<file path="config.mk">
export PLATFORM = sky130hd
export DESIGN_NAME = csi_tx_frontend
export DESIGN_NICKNAME = d
export VERILOG_FILES = /design/src/logic/csi_pkg.sv /design/src/logic/csi_crc16.sv /design/src/logic/csi_packet_formatter.sv /design/src/logic/csi_tx_frontend.sv /design/src/logic/payload_fifo.sv /design/src/logic/raw10_packer.sv
export VERILOG_INCLUDE_DIRS = /design/src /design/src/include
export SDC_FILE = /design/constraint.sdc
export NUM_CORES = 1
export LEC_CHECK = 0
export BUFFER_PORTS_ARGS = -buffer_cell sky130_fd_sc_hd__buf_4
export CAP_MARGIN = 20
export CORE_MARGIN = 2
export CORE_UTILIZATION = 45
export DETAILED_ROUTE_END_ITERATION = 12
export PLACE_DENSITY = 0.68
export SYNTH_ARGS = -nofsm -noshare
export SYNTH_HDL_FRONTEND = slang
export SYNTH_SLANG_ARGS = --single-unit
export TNS_END_PERCENT = 5
</file>
<file path="constraint.sdc">
create_clock -name byte_clk -period 5.5 [get_ports byte_clk]
set_input_delay 0.275 -clock byte_clk [delete_from_list [all_inputs] [get_ports byte_clk]]
set_output_delay 0.275 -clock byte_clk [all_outputs]
set_load 0.05 [all_outputs]
</file>
<file path="src/include/csi_config.svh">
// ###########################################################################
// build-time sizing for the CSI-2 transmit front end
// line geometry, payload word count, FIFO depth and CRC seed
// ###########################################################################
`ifndef CSI_CONFIG_SVH
`define CSI_CONFIG_SVH

`default_nettype none

// pixels per line, keep a multiple of 4 for whole RAW10 groups
`define CSI_LINE_PIXELS 16

// payload bytes per line, 5 bytes per 4 pixels
`define CSI_LINE_WC ((`CSI_LINE_PIXELS * 10) / 8)

// power of two, must hold one full line
`define CSI_FIFO_DEPTH 32

// CSI-2 CRC starts from all ones
`define CSI_CRC_SEED 16'hFFFF

`default_nettype wire

`endif

</file>
<file path="src/logic/csi_pkg.sv">
// ###########################################################################
// shared types for the CSI-2 transmit front end
// data type codes, formatter states, frame strobes, byte beats, headers
// ###########################################################################
`default_nettype none

package csi_pkg;

    // CSI-2 data identifier type field, 6 bits
    typedef enum logic [5:0] {
        DT_FRAME_START = 6'h00,
        DT_FRAME_END   = 6'h01,
        DT_RAW10       = 6'h2B
    } csi_data_type_e;

    // packet formatter FSM
    typedef enum logic [1:0] {
        FMT_IDLE,
        FMT_HDR,
        FMT_PAYLOAD,
        FMT_CRC
    } fmt_state_e;

    // one-cycle edge strobes from the pixel side
    typedef struct packed {
        logic fv_start;
        logic fv_end;
        logic lv_start;
        logic lv_end;
    } frame_event_t;

    // byte with its qualifier
    typedef struct packed {
        logic [7:0] data;
        logic       en;
    } byte_beat_t;

    // packet header fields, DI is {vc, dt}
    typedef struct packed {
        logic [1:0]     vc;
        csi_data_type_e dt;
        logic [15:0]    wc;
    } pkt_hdr_t;

endpackage

`default_nettype wire

</file>
<file path="src/logic/csi_crc16.sv">
// ###########################################################################
// CSI-2 payload CRC-16, x^16+x^12+x^5+1
// reflected, LSB first, one byte per enabled cycle
// ###########################################################################
`timescale 1ns/100ps
`include "csi_config.svh"
`default_nettype none

module csi_crc16 (
    input  wire         byte_clk,
    input  wire         reset_n_byte,
    input  wire         clear_i,
    input  wire         en_i,
    input  wire  [7:0]  data_i,
    output logic [15:0] crc_o
);
    // fold one byte, bit 0 first
    function automatic logic [15:0] crc_byte(input logic [15:0] crc, input logic [7:0] d);
        logic [15:0] c;
        logic        fb;
        c = crc;
        for (int i = 0; i < 8; i++) begin
            fb = c[0] ^ d[i];
            c  = c >> 1;
            // 0x8408 is 0x1021 bit-reversed
            if (fb) begin
                c = c ^ 16'h8408;
            end
        end
        return c;
    endfunction

    always_ff @(posedge byte_clk or negedge reset_n_byte) begin
        if (!reset_n_byte) begin
            crc_o <= `CSI_CRC_SEED;
        end else if (clear_i) begin
            crc_o <= `CSI_CRC_SEED;
        end else if (en_i) begin
            crc_o <= crc_byte(crc_o, data_i);
        end
    end

endmodule

`default_nettype wire

</file>
<file path="src/logic/csi_packet_formatter.sv">
// ###########################################################################
// CSI-2 packet formatter
// pending FS / line / FE requests, header with ECC, payload pops, CRC footer
// ###########################################################################
`timescale 1ns/100ps
`include "csi_config.svh"
`default_nettype none

module csi_packet_formatter (
    input  wire                       byte_clk,
    input  wire                       reset_n_byte,
    input  wire  [1:0]                vc_i,
    input  csi_pkg::frame_event_t     events_i,
    input  wire  [7:0]                fifo_data_i,
    input  wire                       fifo_empty_i,
    output logic                      fifo_rd_o,
    input  wire  [15:0]               crc_i,
    output logic                      crc_clear_o,
    output logic                      crc_en_o,
    output csi_pkg::byte_beat_t       tx_beat_o,
    output logic                      hs_req_o
);
    import csi_pkg::*;

    fmt_state_e  state_q;
    logic [15:0] cnt_q;
    logic        pend_fs_q;
    logic        pend_ln_q;
    logic        pend_fe_q;
    pkt_hdr_t    hdr_q;
    pkt_hdr_t    hdr_d;
    logic        serve_fs;
    logic        serve_ln;
    logic        serve_fe;
    logic        serve_any;
    logic        is_long;
    logic [7:0]  hdr_byte;
    logic [7:0]  tx_data_d;
    logic        tx_en_d;
    logic        hs_d;
    logic [7:0]  tx_data_q;
    logic        tx_en_q;
    logic        hs_q;

    // CSI-2 header ECC, D[7:0] is DI and D[23:8] is WC
    function automatic logic [5:0] hdr_ecc(input pkt_hdr_t hdr);
        logic [23:0] d;
        logic [5:0]  p;
        d    = {hdr.wc, hdr.vc, hdr.dt};
        // one mask per parity bit, from the Hamming table
        p[0] = ^(d & 24'hF12CB7);
        p[1] = ^(d & 24'hF2555B);
        p[2] = ^(d & 24'h749A6D);
        p[3] = ^(d & 24'hB8E38E);
        p[4] = ^(d & 24'hDF03F0);
        p[5] = ^(d & 24'hEFFC00);
        return p;
    endfunction

    // fixed service order, FS then line then FE
    assign serve_any = (state_q == FMT_IDLE) & (pend_fs_q | pend_ln_q | pend_fe_q);
    assign serve_fs  = serve_any & pend_fs_q;
    assign serve_ln  = serve_any & ~pend_fs_q & pend_ln_q;
    assign serve_fe  = serve_any & ~pend_fs_q & ~pend_ln_q;

    always_comb begin
        hdr_d.vc = vc_i;
        hdr_d.dt = DT_FRAME_END;
        hdr_d.wc = 16'd0;
        if (serve_fs) begin
            hdr_d.dt = DT_FRAME_START;
        end else if (serve_ln) begin
            hdr_d.dt = DT_RAW10;
            hdr_d.wc = 16'(`CSI_LINE_WC);
        end
    end

    assign is_long = (hdr_q.dt == DT_RAW10);

    // DI, WC low, WC high, ECC
    always_comb begin
        case (cnt_q[1:0])
            2'd0:    hdr_byte = {hdr_q.vc, hdr_q.dt};
            2'd1:    hdr_byte = hdr_q.wc[7:0];
            2'd2:    hdr_byte = hdr_q.wc[15:8];
            default: hdr_byte = {2'b00, hdr_ecc(hdr_q)};
        endcase
    end

    // per-state byte select and side controls
    always_comb begin
        fifo_rd_o   = 1'b0;
        crc_en_o    = 1'b0;
        crc_clear_o = 1'b0;
        tx_en_d     = 1'b0;
        hs_d        = 1'b0;
        tx_data_d   = 8'h00;
        case (state_q)
            FMT_IDLE: begin
                // fresh CRC for each long packet
                crc_clear_o = serve_ln;
            end
            FMT_HDR: begin
                tx_en_d   = 1'b1;
                hs_d      = 1'b1;
                tx_data_d = hdr_byte;
            end
            FMT_PAYLOAD: begin
                // empty FIFO only gaps the beat, HS stays up
                hs_d = 1'b1;
                if (!fifo_empty_i) begin
                    fifo_rd_o = 1'b1;
                    crc_en_o  = 1'b1;
                    tx_en_d   = 1'b1;
                    tx_data_d = fifo_data_i;
                end
            end
            default: begin
                tx_en_d   = 1'b1;
                hs_d      = 1'b1;
                tx_data_d = cnt_q[0] ? crc_i[15:8] : crc_i[7:0];
            end
        endcase
    end

    always_ff @(posedge byte_clk or negedge reset_n_byte) begin
        if (!reset_n_byte) begin
            state_q   <= FMT_IDLE;
            cnt_q     <= 16'd0;
            pend_fs_q <= 1'b0;
            pend_ln_q <= 1'b0;
            pend_fe_q <= 1'b0;
            tx_en_q   <= 1'b0;
            hs_q      <= 1'b0;
        end else begin
            // a new event re-arms even while its flag is served
            pend_fs_q <= (pend_fs_q & ~serve_fs) | events_i.fv_start;
            pend_ln_q <= (pend_ln_q & ~serve_ln) | events_i.lv_start;
            pend_fe_q <= (pend_fe_q & ~serve_fe) | events_i.fv_end;
            tx_en_q   <= tx_en_d;
            hs_q      <= hs_d;
            case (state_q)
                FMT_IDLE: begin
                    cnt_q <= 16'd0;
                    if (serve_any) begin
                        state_q <= FMT_HDR;
                    end
                end
                FMT_HDR: begin
                    if (cnt_q[1:0] == 2'd3) begin
                        cnt_q   <= 16'd0;
                        state_q <= is_long ? FMT_PAYLOAD : FMT_IDLE;
                    end else begin
                        cnt_q <= cnt_q + 16'd1;
                    end
                end
                FMT_PAYLOAD: begin
                    if (!fifo_empty_i) begin
                        if (cnt_q == hdr_q.wc - 16'd1) begin
                            cnt_q   <= 16'd0;
                            state_q <= FMT_CRC;
                        end else begin
                            cnt_q <= cnt_q + 16'd1;
                        end
                    end
                end
                default: begin
                    // low byte then high byte
                    if (cnt_q[0]) begin
                        cnt_q   <= 16'd0;
                        state_q <= FMT_IDLE;
                    end else begin
                        cnt_q <= cnt_q + 16'd1;
                    end
                end
            endcase
        end
    end

    // header and output byte
    always_ff @(posedge byte_clk) begin
        if (serve_any) begin
            hdr_q <= hdr_d;
        end
        tx_data_q <= tx_data_d;
    end

    assign tx_beat_o = '{data: tx_data_q, en: tx_en_q};
    assign hs_req_o  = hs_q;

endmodule

`default_nettype wire

</file>
<file path="src/logic/csi_tx_frontend.sv">
// ###########################################################################
// CSI-2 transmit front end top level
// packer, payload FIFO, packet formatter and CRC on byte_clk
// ###########################################################################
`timescale 1ns/100ps
`default_nettype none

module csi_tx_frontend (
    input  wire                   byte_clk,
    input  wire                   reset_n_byte,
    input  wire  [9:0]            pixel_i,
    input  wire                   pixel_valid_i,
    input  wire                   fv_i,
    input  wire                   lv_i,
    input  wire  [1:0]            vc_i,
    output csi_pkg::byte_beat_t   tx_beat_o,
    output logic                  hs_req_o
);
    import csi_pkg::*;

    frame_event_t events;
    byte_beat_t   wr_beat;
    logic         fifo_rd;
    logic [7:0]   fifo_data;
    logic         fifo_empty;
    // only the bound checker looks at full
    logic         fifo_full;
    logic         crc_clear;
    logic         crc_en;
    logic [15:0]  crc;

    raw10_packer raw10_packer_inst (
        .byte_clk      (byte_clk),
        .reset_n_byte  (reset_n_byte),
        .pixel_i       (pixel_i),
        .pixel_valid_i (pixel_valid_i),
        .fv_i          (fv_i),
        .lv_i          (lv_i),
        .events_o      (events),
        .wr_beat_o     (wr_beat)
    );

    payload_fifo payload_fifo_inst (
        .byte_clk     (byte_clk),
        .reset_n_byte (reset_n_byte),
        .wr_beat_i    (wr_beat),
        .rd_en_i      (fifo_rd),
        .rd_data_o    (fifo_data),
        .empty_o      (fifo_empty),
        .full_o       (fifo_full)
    );

    // CRC sees the FIFO head, enabled on each pop
    csi_crc16 csi_crc16_inst (
        .byte_clk     (byte_clk),
        .reset_n_byte (reset_n_byte),
        .clear_i      (crc_clear),
        .en_i         (crc_en),
        .data_i       (fifo_data),
        .crc_o        (crc)
    );

    csi_packet_formatter csi_packet_formatter_inst (
        .byte_clk     (byte_clk),
        .reset_n_byte (reset_n_byte),
        .vc_i         (vc_i),
        .events_i     (events),
        .fifo_data_i  (fifo_data),
        .fifo_empty_i (fifo_empty),
        .fifo_rd_o    (fifo_rd),
        .crc_i        (crc),
        .crc_clear_o  (crc_clear),
        .crc_en_o     (crc_en),
        .tx_beat_o    (tx_beat_o),
        .hs_req_o     (hs_req_o)
    );

endmodule

`default_nettype wire

</file>
<file path="src/logic/payload_fifo.sv">
// ###########################################################################
// synchronous byte FIFO for one line of payload
// first-word-fall-through head, fill count, empty and full flags
// ###########################################################################
`timescale 1ns/100ps
`include "csi_config.svh"
`default_nettype none

module payload_fifo (
    input  wire                   byte_clk,
    input  wire                   reset_n_byte,
    input  csi_pkg::byte_beat_t   wr_beat_i,
    input  wire                   rd_en_i,
    output logic [7:0]            rd_data_o,
    output logic                  empty_o,
    output logic                  full_o
);
    localparam int DEPTH = `CSI_FIFO_DEPTH;
    localparam int AW    = $clog2(DEPTH);

    logic [7:0]  mem [DEPTH];
    logic [AW-1:0] wr_ptr_q;
    logic [AW-1:0] rd_ptr_q;
    logic [AW:0]   count_q;
    logic          do_wr;
    logic          do_rd;

    // drop writes when full, ignore reads when empty
    assign do_wr = wr_beat_i.en & ~full_o;
    assign do_rd = rd_en_i & ~empty_o;

    always_ff @(posedge byte_clk or negedge reset_n_byte) begin
        if (!reset_n_byte) begin
            wr_ptr_q <= '0;
            rd_ptr_q <= '0;
            count_q  <= '0;
        end else begin
            if (do_wr) begin
                wr_ptr_q <= wr_ptr_q + 1'b1;
            end
            if (do_rd) begin
                rd_ptr_q <= rd_ptr_q + 1'b1;
            end
            // simultaneous push and pop leaves the count alone
            if (do_wr && !do_rd) begin
                count_q <= count_q + 1'b1;
            end else if (do_rd && !do_wr) begin
                count_q <= count_q - 1'b1;
            end
        end
    end

    always_ff @(posedge byte_clk) begin
        if (do_wr) begin
            mem[wr_ptr_q] <= wr_beat_i.data;
        end
    end

    // head byte visible without a read
    assign rd_data_o = mem[rd_ptr_q];
    assign empty_o   = (count_q == '0);
    assign full_o    = (count_q == (AW+1)'(DEPTH));

endmodule

`default_nettype wire

</file>
<file path="src/logic/raw10_packer.sv">
// ###########################################################################
// frame and line edge detection
// RAW10 packing, 4 pixels into 4 MSB bytes plus 1 shared LSB byte
// ###########################################################################
`timescale 1ns/100ps
`default_nettype none

module raw10_packer (
    input  wire                       byte_clk,
    input  wire                       reset_n_byte,
    input  wire  [9:0]                pixel_i,
    input  wire                       pixel_valid_i,
    input  wire                       fv_i,
    input  wire                       lv_i,
    output csi_pkg::frame_event_t     events_o,
    output csi_pkg::byte_beat_t       wr_beat_o
);
    import csi_pkg::*;

    logic       fv_q;
    logic       lv_q;
    logic [1:0] slot_q;
    logic [5:0] lsb_buf_q;
    logic [7:0] lsb_hold_q;
    logic       lsb_pend_q;
    logic       wr_en_q;
    logic [7:0] wr_data_q;
    logic       pix_ok;

    // pixels only count inside a line
    assign pix_ok = pixel_valid_i & lv_i;

    // edge strobes land one cycle after the level change
    always_ff @(posedge byte_clk or negedge reset_n_byte) begin
        if (!reset_n_byte) begin
            fv_q     <= 1'b0;
            lv_q     <= 1'b0;
            events_o <= '0;
        end else begin
            fv_q              <= fv_i;
            lv_q              <= lv_i;
            events_o.fv_start <= fv_i & ~fv_q;
            events_o.fv_end   <= ~fv_i & fv_q;
            events_o.lv_start <= lv_i & ~lv_q;
            events_o.lv_end   <= ~lv_i & lv_q;
        end
    end

    // slot counter and LSB byte bookkeeping
    always_ff @(posedge byte_clk or negedge reset_n_byte) begin
        if (!reset_n_byte) begin
            slot_q     <= 2'd0;
            lsb_pend_q <= 1'b0;
            wr_en_q    <= 1'b0;
        end else begin
            // realign groups at every line start
            if (!lv_i) begin
                slot_q <= 2'd0;
            end else if (pix_ok) begin
                slot_q <= slot_q + 2'd1;
            end
            if (pix_ok && (slot_q == 2'd3)) begin
                lsb_pend_q <= 1'b1;
            end else if (!pix_ok) begin
                // free cycle goes to the LSB byte
                lsb_pend_q <= 1'b0;
            end
            wr_en_q <= pix_ok | lsb_pend_q;
        end
    end

    // byte data, pixel MSBs win over a waiting LSB byte
    always_ff @(posedge byte_clk) begin
        if (pix_ok) begin
            wr_data_q <= pixel_i[9:2];
            case (slot_q)
                2'd0: lsb_buf_q[1:0] <= pixel_i[1:0];
                2'd1: lsb_buf_q[3:2] <= pixel_i[1:0];
                2'd2: lsb_buf_q[5:4] <= pixel_i[1:0];
                // group complete, park it so the next group can start
                default: lsb_hold_q <= {pixel_i[1:0], lsb_buf_q};
            endcase
        end else if (lsb_pend_q) begin
            wr_data_q <= lsb_hold_q;
        end
    end

    assign wr_beat_o = '{data: wr_data_q, en: wr_en_q};

endmodule

`default_nettype wire

</file>
### Word-level counts from Yosys, hierarchy flattened

Memory sizes are Yosys's and may differ from the RTL's.
Cells that the tools add are included.

| word-level totals | value |
|---|---|
| register bits after elaboration | 118 |
| bits in writable memories | 256 |
| input bits | 17 |
| output and inout port bits | 10 |
| logic and storage cells | 181 |
| memories kept | 1 |

Memories:

| memory | depth | bits a word | rd ports | clocked after memory_dff | wr ports | line | text |
|---|---|---|---|---|---|---|---|
| payload_fifo_inst.mem | 32 | 8 | 1 | 0 | 1 | payload_fifo.sv:21 | `logic [7:0] mem [DEPTH];` |

| operators by class | value |
|---|---|
| $add $sub $neg | 7 |
| eq/ne operators | 17 |
| muxes and demuxes | 56 |
| bitwise gates (word level) | 47 |
| reductions and logical operators | 25 |

Operator list:

| cell | number |
|---|---|
| 16-bit two-way mux | 28 |
| 24-bit parity | 6 |
| 16-bit case mux with 3 select lines | 1 |
| 8-bit case mux with 3 select lines | 2 |
| 8-bit two-way mux | 4 |
| 2-bit inverter with 3-bit output | 8 |
| 22-bit two-way mux | 1 |
| 16-bit by 1-bit adder with 16-bit output (second input constant) | 1 |
| 16-bit == test | 1 |
| 2-bit two-way mux | 8 |
| 16-bit by 1-bit subtractor with 16-bit output (second input constant) | 1 |
| 1-bit AND | 14 |
| 6-bit == test (second input constant) | 2 |
| 6-bit two-way mux | 2 |
| 1-bit inverter | 11 |
| 5-bit by 1-bit adder with 5-bit output (second input constant) | 2 |
| 2-bit == test (second input constant) | 5 |
| 1-bit two-way mux | 8 |
| 2-bit by 1-bit inequality test with 1-bit output (second input constant) | 4 |
| 2-bit AND reduction | 4 |
| 1-bit bitwise XOR | 8 |
| 6-bit by 1-bit adder with 6-bit output (second input constant) | 1 |
| 2-bit by 1-bit == test with 1-bit output (second input constant) | 3 |
| 2-bit logical NOT | 3 |
| 13 further kinds | 24 |

### Depth between registers and ports, before layout

| depth | value |
|---|---|
| word-level depth | 35 |
| mapped depth | 17 |
| mapped depth without buffers | 15 |

### Hierarchy

From an unflattened synthesis, not the netlist that was laid out.

| unflattened totals | value |
|---|---|
| cells, all modules | 966 |
| area, all modules | 15374.7 um^2 |

By module, submodules not included:

| module | times used | cells an instance | area each (um^2) | seq. area each (um^2) |
|---|---|---|---|---|
| payload_fifo | 1 | 566 | 10939.2 | 8087.8 |
| csi_packet_formatter | 1 | 253 | 2215.9 | 855.8 |
| raw10_packer | 1 | 65 | 1192.4 | 910.9 |
| csi_crc16 | 1 | 82 | 1027.2 | 420.4 |

### Least setup slack after synthesis

OpenSTA, ideal clock, no wires.

| timing | value |
|---|---|
| path kind | register -> register |
| start | register payload_fifo_inst.count_q[0] |
| end | register payload_fifo_inst.count_q[5] |
| library setup time | 0.125 ns |
| data arrival time | 3.507 ns |
| required time | 5.375 ns |
| setup slack | 1.868 ns |
| cell stages (with the launch flop) | 17 |
| buffers on the path | 2 |
| clock period less this slack | 3.632 ns |
| cell sequence | dfrtp_1 -> or4_1 -> nor3_1 -> nor2_1 -> inv_1 -> clkbuf_1 -> clkbuf_1 -> ha_1 -> inv_1 -> ha_1 -> a21o_1 -> a21oi_1 -> o21bai_1 -> a21oi_1 -> xnor2_1 -> nor2_1 -> xor2_1 |

| on the way | value |
|---|---|
| word-level cells in the longest chain between the ends | 7 |
| elaborated cells between the ends (all ways) | 17 |
| those cells by class | 2 x add/sub; 1 x eq/ne; 4 x mux; 4 x bitwise; 6 x reduce/logical |

RTL lines:

| element | line | text |
|---|---|---|
| from (decl) | payload_fifo.sv:24 | `logic [AW:0] count_q;` |
| from (signal assigned) | payload_fifo.sv:46 | `count_q <= count_q + 1'b1;` |
| from (signal assigned) | payload_fifo.sv:48 | `count_q <= count_q - 1'b1;` |
| branches (longest 7 deep; another with 6-bit by 1-bit subtractor with 6-bit output) | -- |  |

Parallel ways; which one is timed is not known. The select of a mux whose other input is x is not followed.
A chain may end at the register's enable or synchronous reset.

### Worst setup path in the final report

Ends and elaborated chain as after synthesis.

==> impl_metrics.json <==
{
  "outcome": "finished, final reports clean",
  "hold_class": "in -> reg",
  "layout_common_cells": "282 x edfxtp_1, 59 x mux2i_1, 59 x nor2_1",
  "route.detailed.drc": 0,
  "clk_pin_slew_ns": 0.06,
  "synth_nets": 1008,
  "use_met1_pct": 24.97,
  "peakVddDrop_v": 0.0003396,
  "grt_max_degree": 65,
  "antenna_found_initial": 1,
  "async_flop_share_pct": 18.08,
  "antenna_left": 0,
  "gp_congestion": 0.8946,
  "synth-seq-cells": 354,
  "diodes": 0,
  "cts-root-buf": "clkbuf_16",
  "fillCellCount": 2652,
  "cts.path.max_buffers": 3,
  "critPathKind": "reg -> reg",
  "crit_arrival_ns": 3.94,
  "clock-sinks": 354,
  "power_density_nw_per_um2": 509.3,
  "drt_iter0_markers": 739,
  "max_freq_mhz": 283.7,
  "path_max_fanout": 12,
  "grt_overflow": 0,
  "met2_usage_pct": 28.95,
  "clk_latency_ns": 0.53,
  "postRouteWirelength_um": 31680,
  "p_total_uw": 8768,
  "slew_violations": 0,
  "dp_slack_ns": 1.951,
  "critPathLaunchType": "register",
  "drive_gt1_share_pct": 18.03,
  "cts_buffers": 37,
  "crit_chain": "or4_1 -> nor3_1 -> nor2_1 -> inv_1 -> ha_1 -> inv_1 -> ha_1 -> a21o_1 -> a21oi_1 -> o21bai_1 -> a21oi_1 -> xnor2_1 -> nor2_1 -> xor2_1",
  "yosys_warnings": 0,
  "fp.dieH_um": 188.0,
  "max_stage_delay_ns": 0.59,
  "synth-edff-count": 282,
  "cts_resized": 0,
  "final_common_cell": "edfxtp_1",
  "cp_top_family": "simple AND/OR/NAND/NOR gates",
  "grt_pass1_vias": 8321,
  "maxCapViolCount": 0,
  "crit_slowest_cell": "or4_1",
  "synth-main-ff-cell": "edfxtp_1",
  "cts_tree": "built",
  "layout_min_cycle_time_ns": 3.525,
  "port_buffers": 26,
  "cp-end-kind": "register",
  "initial_core_util_pct": 45.54,
  "avgSynthCellArea_sq_um": 15.78,
  "multi_input_area_sq_um": 4602,
  "grt_first_pass_wirelength_um": 49210,
  "worst_pin_slew_ns": 1.101,
  "die_x_um": 188.0,
  "pin_count": 27,
  "coreArea_sq_um": 33450,
  "dr.pass1.iters": 5,
  "synthCells": 965,
  "power_leakage_uw": 0.006095,
  "gr-usage-all-layers_pct": 18.24,
  "crit_buf_inv": 2,
  "finClkSkew_ns": 0.01435,
  "syn_area_sq_um": 15230,
  "cts_hold_buf": 7,
  "setup_viol": 0,
  "busiest_layer": "met2",
  "grtUsageMet3_pct": 3.126,
  "fin_ws_ns": 1.975,
  "final.period_utilization_pct": 64.09,
  "areaGrowthSynthToFinish_pct": 13.01,
  "rows": 67,
  "cts_htree_levels": 2,
  "final_nets": 1052,
  "rsz0062_at_grt": "false",
  "tns_ns": 0,
  "yosysUniqueCellTypes": 68,
  "yosysSeqAreaShare_pct": 67.29,
  "vias_per_cell": 5.620,
  "wl_per_cell_um": 21.33,
  "seq_area_sq_um": 10250,
  "rrSetupSlack_ns": 1.98,
  "die_area_sq_um": 35340,
  "via_count": 8345,
  "post_cts_buffers": 0,
  "worstPathRequired_ns": 5.91,
  "hpwl_um": 20500,
  "slew_headroom_pct": 26.62,
  "hold_viol_final": 0
}
## stage by stage
step,cell area [sq um],hold WS (ns),util [%],std cells
6_report,17210,0.04935,51.46,1485
2_1_floorplan,15230,-0.02059,-,965
3_3_place_gp,15790,0.3909,47.20,1405
4_1_cts,17060,0.03793,51.01,1479
5_1_grt,17210,0.05118,51.46,1485
3_5_place_dp,15790,0.3881,47.20,1405
## layout make-up
type	count	area share, %
clock buffers	50	5.960
flip-flops and latches	354	59.57
well taps	448	3.256
multi-input cells	543	26.73
repair buffers	48	2.893
inverters	25	0.5451
clock inverters	17	1.039
## synthesized netlist by cell type, drive strengths merged (2+ instances only)
| master | number | area (sq um) |
|---|---|---|
| nor4 | 6 | 37.54 |
| a21oi | 25 | 125.1 |
| o211ai | 12 | 90.09 |
| dfstp | 16 | 420.4 |
| or3 | 6 | 42.54 |
| a21boi | 2 | 15.02 |
| dfxtp | 8 | 160.2 |
| a211oi | 19 | 182.7 |
| nand4 | 7 | 43.79 |
| mux2i | 59 | 590.6 |
| mux4 | 40 | 900.9 |
| edfxtp | 282 | 8468 |
| o211a | 2 | 20.02 |
| or3b | 3 | 26.28 |
| and2 | 13 | 81.33 |
| xnor3 | 5 | 112.6 |
| dfrtp | 48 | 1201 |
| a21o | 9 | 67.56 |
| or4 | 4 | 30.03 |
| nor2b | 10 | 62.56 |
| nor2 | 60 | 227.7 |
| o21ai | 32 | 160.2 |
| a22o | 11 | 96.34 |
| a221oi | 11 | 115.1 |
| o21a | 4 | 30.03 |
| or2 | 2 | 12.51 |
| o31ai | 2 | 15.01 |
| nand2 | 50 | 195.2 |
| clkbuf | 21 | 78.83 |
| nand2b | 11 | 68.82 |
| a22oi | 2 | 15.01 |
| xnor2 | 19 | 181.4 |
| mux2 | 8 | 90.09 |
| ha | 25 | 312.8 |
| buf | 22 | 214.0 |
| and3 | 8 | 50.05 |
| o221ai | 16 | 140.1 |
| a221o | 2 | 20.02 |
| a211o | 4 | 35.03 |
| nand3b | 4 | 30.03 |
| inv | 24 | 90.09 |
| nand3 | 14 | 70.07 |
| xor2 | 14 | 141.4 |
| nor3 | 13 | 70.07 |
## path summary, 6_finish.rpt
check                                             startpoint  cells past startpoint                             end
worst max-delay path            payload_fifo_inst.count_q[0]                     14    payload_fifo_inst.count_q[5]
worst min-delay path                              pixel_i[3]                      2  raw10_packer_inst.wr_data_q[1]
worst max register to register  payload_fifo_inst.count_q[0]                     14    payload_fifo_inst.count_q[5]
worst min register to register        raw10_packer_inst.lv_q                      1   raw10_packer_inst.events_o[1]
max in group asynchronous                       reset_n_byte                      2   payload_fifo_inst.rd_ptr_q[1]
min in group asynchronous                       reset_n_byte                      2   payload_fifo_inst.rd_ptr_q[0]
## flip-flops by register name, summed over array words and instances, names as in the netlist, 2 cells and up
signal / cells
payload_fifo_inst.count_q: 6
raw10_packer_inst.events_o: 3
csi_packet_formatter_inst.tx_data_q: 8
csi_packet_formatter_inst.state_q: 2
payload_fifo_inst.mem: 256
raw10_packer_inst.lsb_buf_q: 6
csi_packet_formatter_inst.cnt_q: 16
raw10_packer_inst.slot_q: 2
payload_fifo_inst.rd_ptr_q: 5
raw10_packer_inst.wr_data_q: 8
csi_crc16_inst.crc_o: 16
raw10_packer_inst.lsb_hold_q: 8
payload_fifo_inst.wr_ptr_q: 5
csi_packet_formatter_inst.hdr_q: 4
## cell families (layout without fill, tap and decap cells)
logic type	after synthesis	count (layout)	share of synthesized area [%]
muxes	107	107	10.38
DFF	354	354	67.29
and+or+nand+nor	216	216	7.179
buffers and inverters	68	140	2.538
adders and majority gates	26	26	2.185
xor gates and xnor gates	38	38	2.859
AOI/OAI and AO/OA	156	156	7.565
## worst register-to-register path, cell delays in order, from the launching register on
cell	delay, ns
dfrtp_1	0.41
or4_1	0.59
nor3_1	0.33
nor2_1	0.29
inv_1	0.15
ha_1	0.24
inv_1	0.12
ha_1	0.28
a21o_1	0.15
a21oi_1	0.22
o21bai_1	0.09
a21oi_1	0.17
xnor2_1	0.14
nor2_1	0.07
xor2_1	0.15
## power breakdown
part           switching [uW]  internal (uW)
Clock                    1010           1460
Combinational            1480           1260
Sequential                372           3180
Total                    2870           5900
## layer usage
metal	wire [um]	up-vias	share of wire, %
met1	13920	4204	44
li1	-	3826	-
met2	14960	243	47
met5	0	-	0
met3	1578	72	5.0
met4	1210	0	3.8
Power figures use the tool's default switching activity.
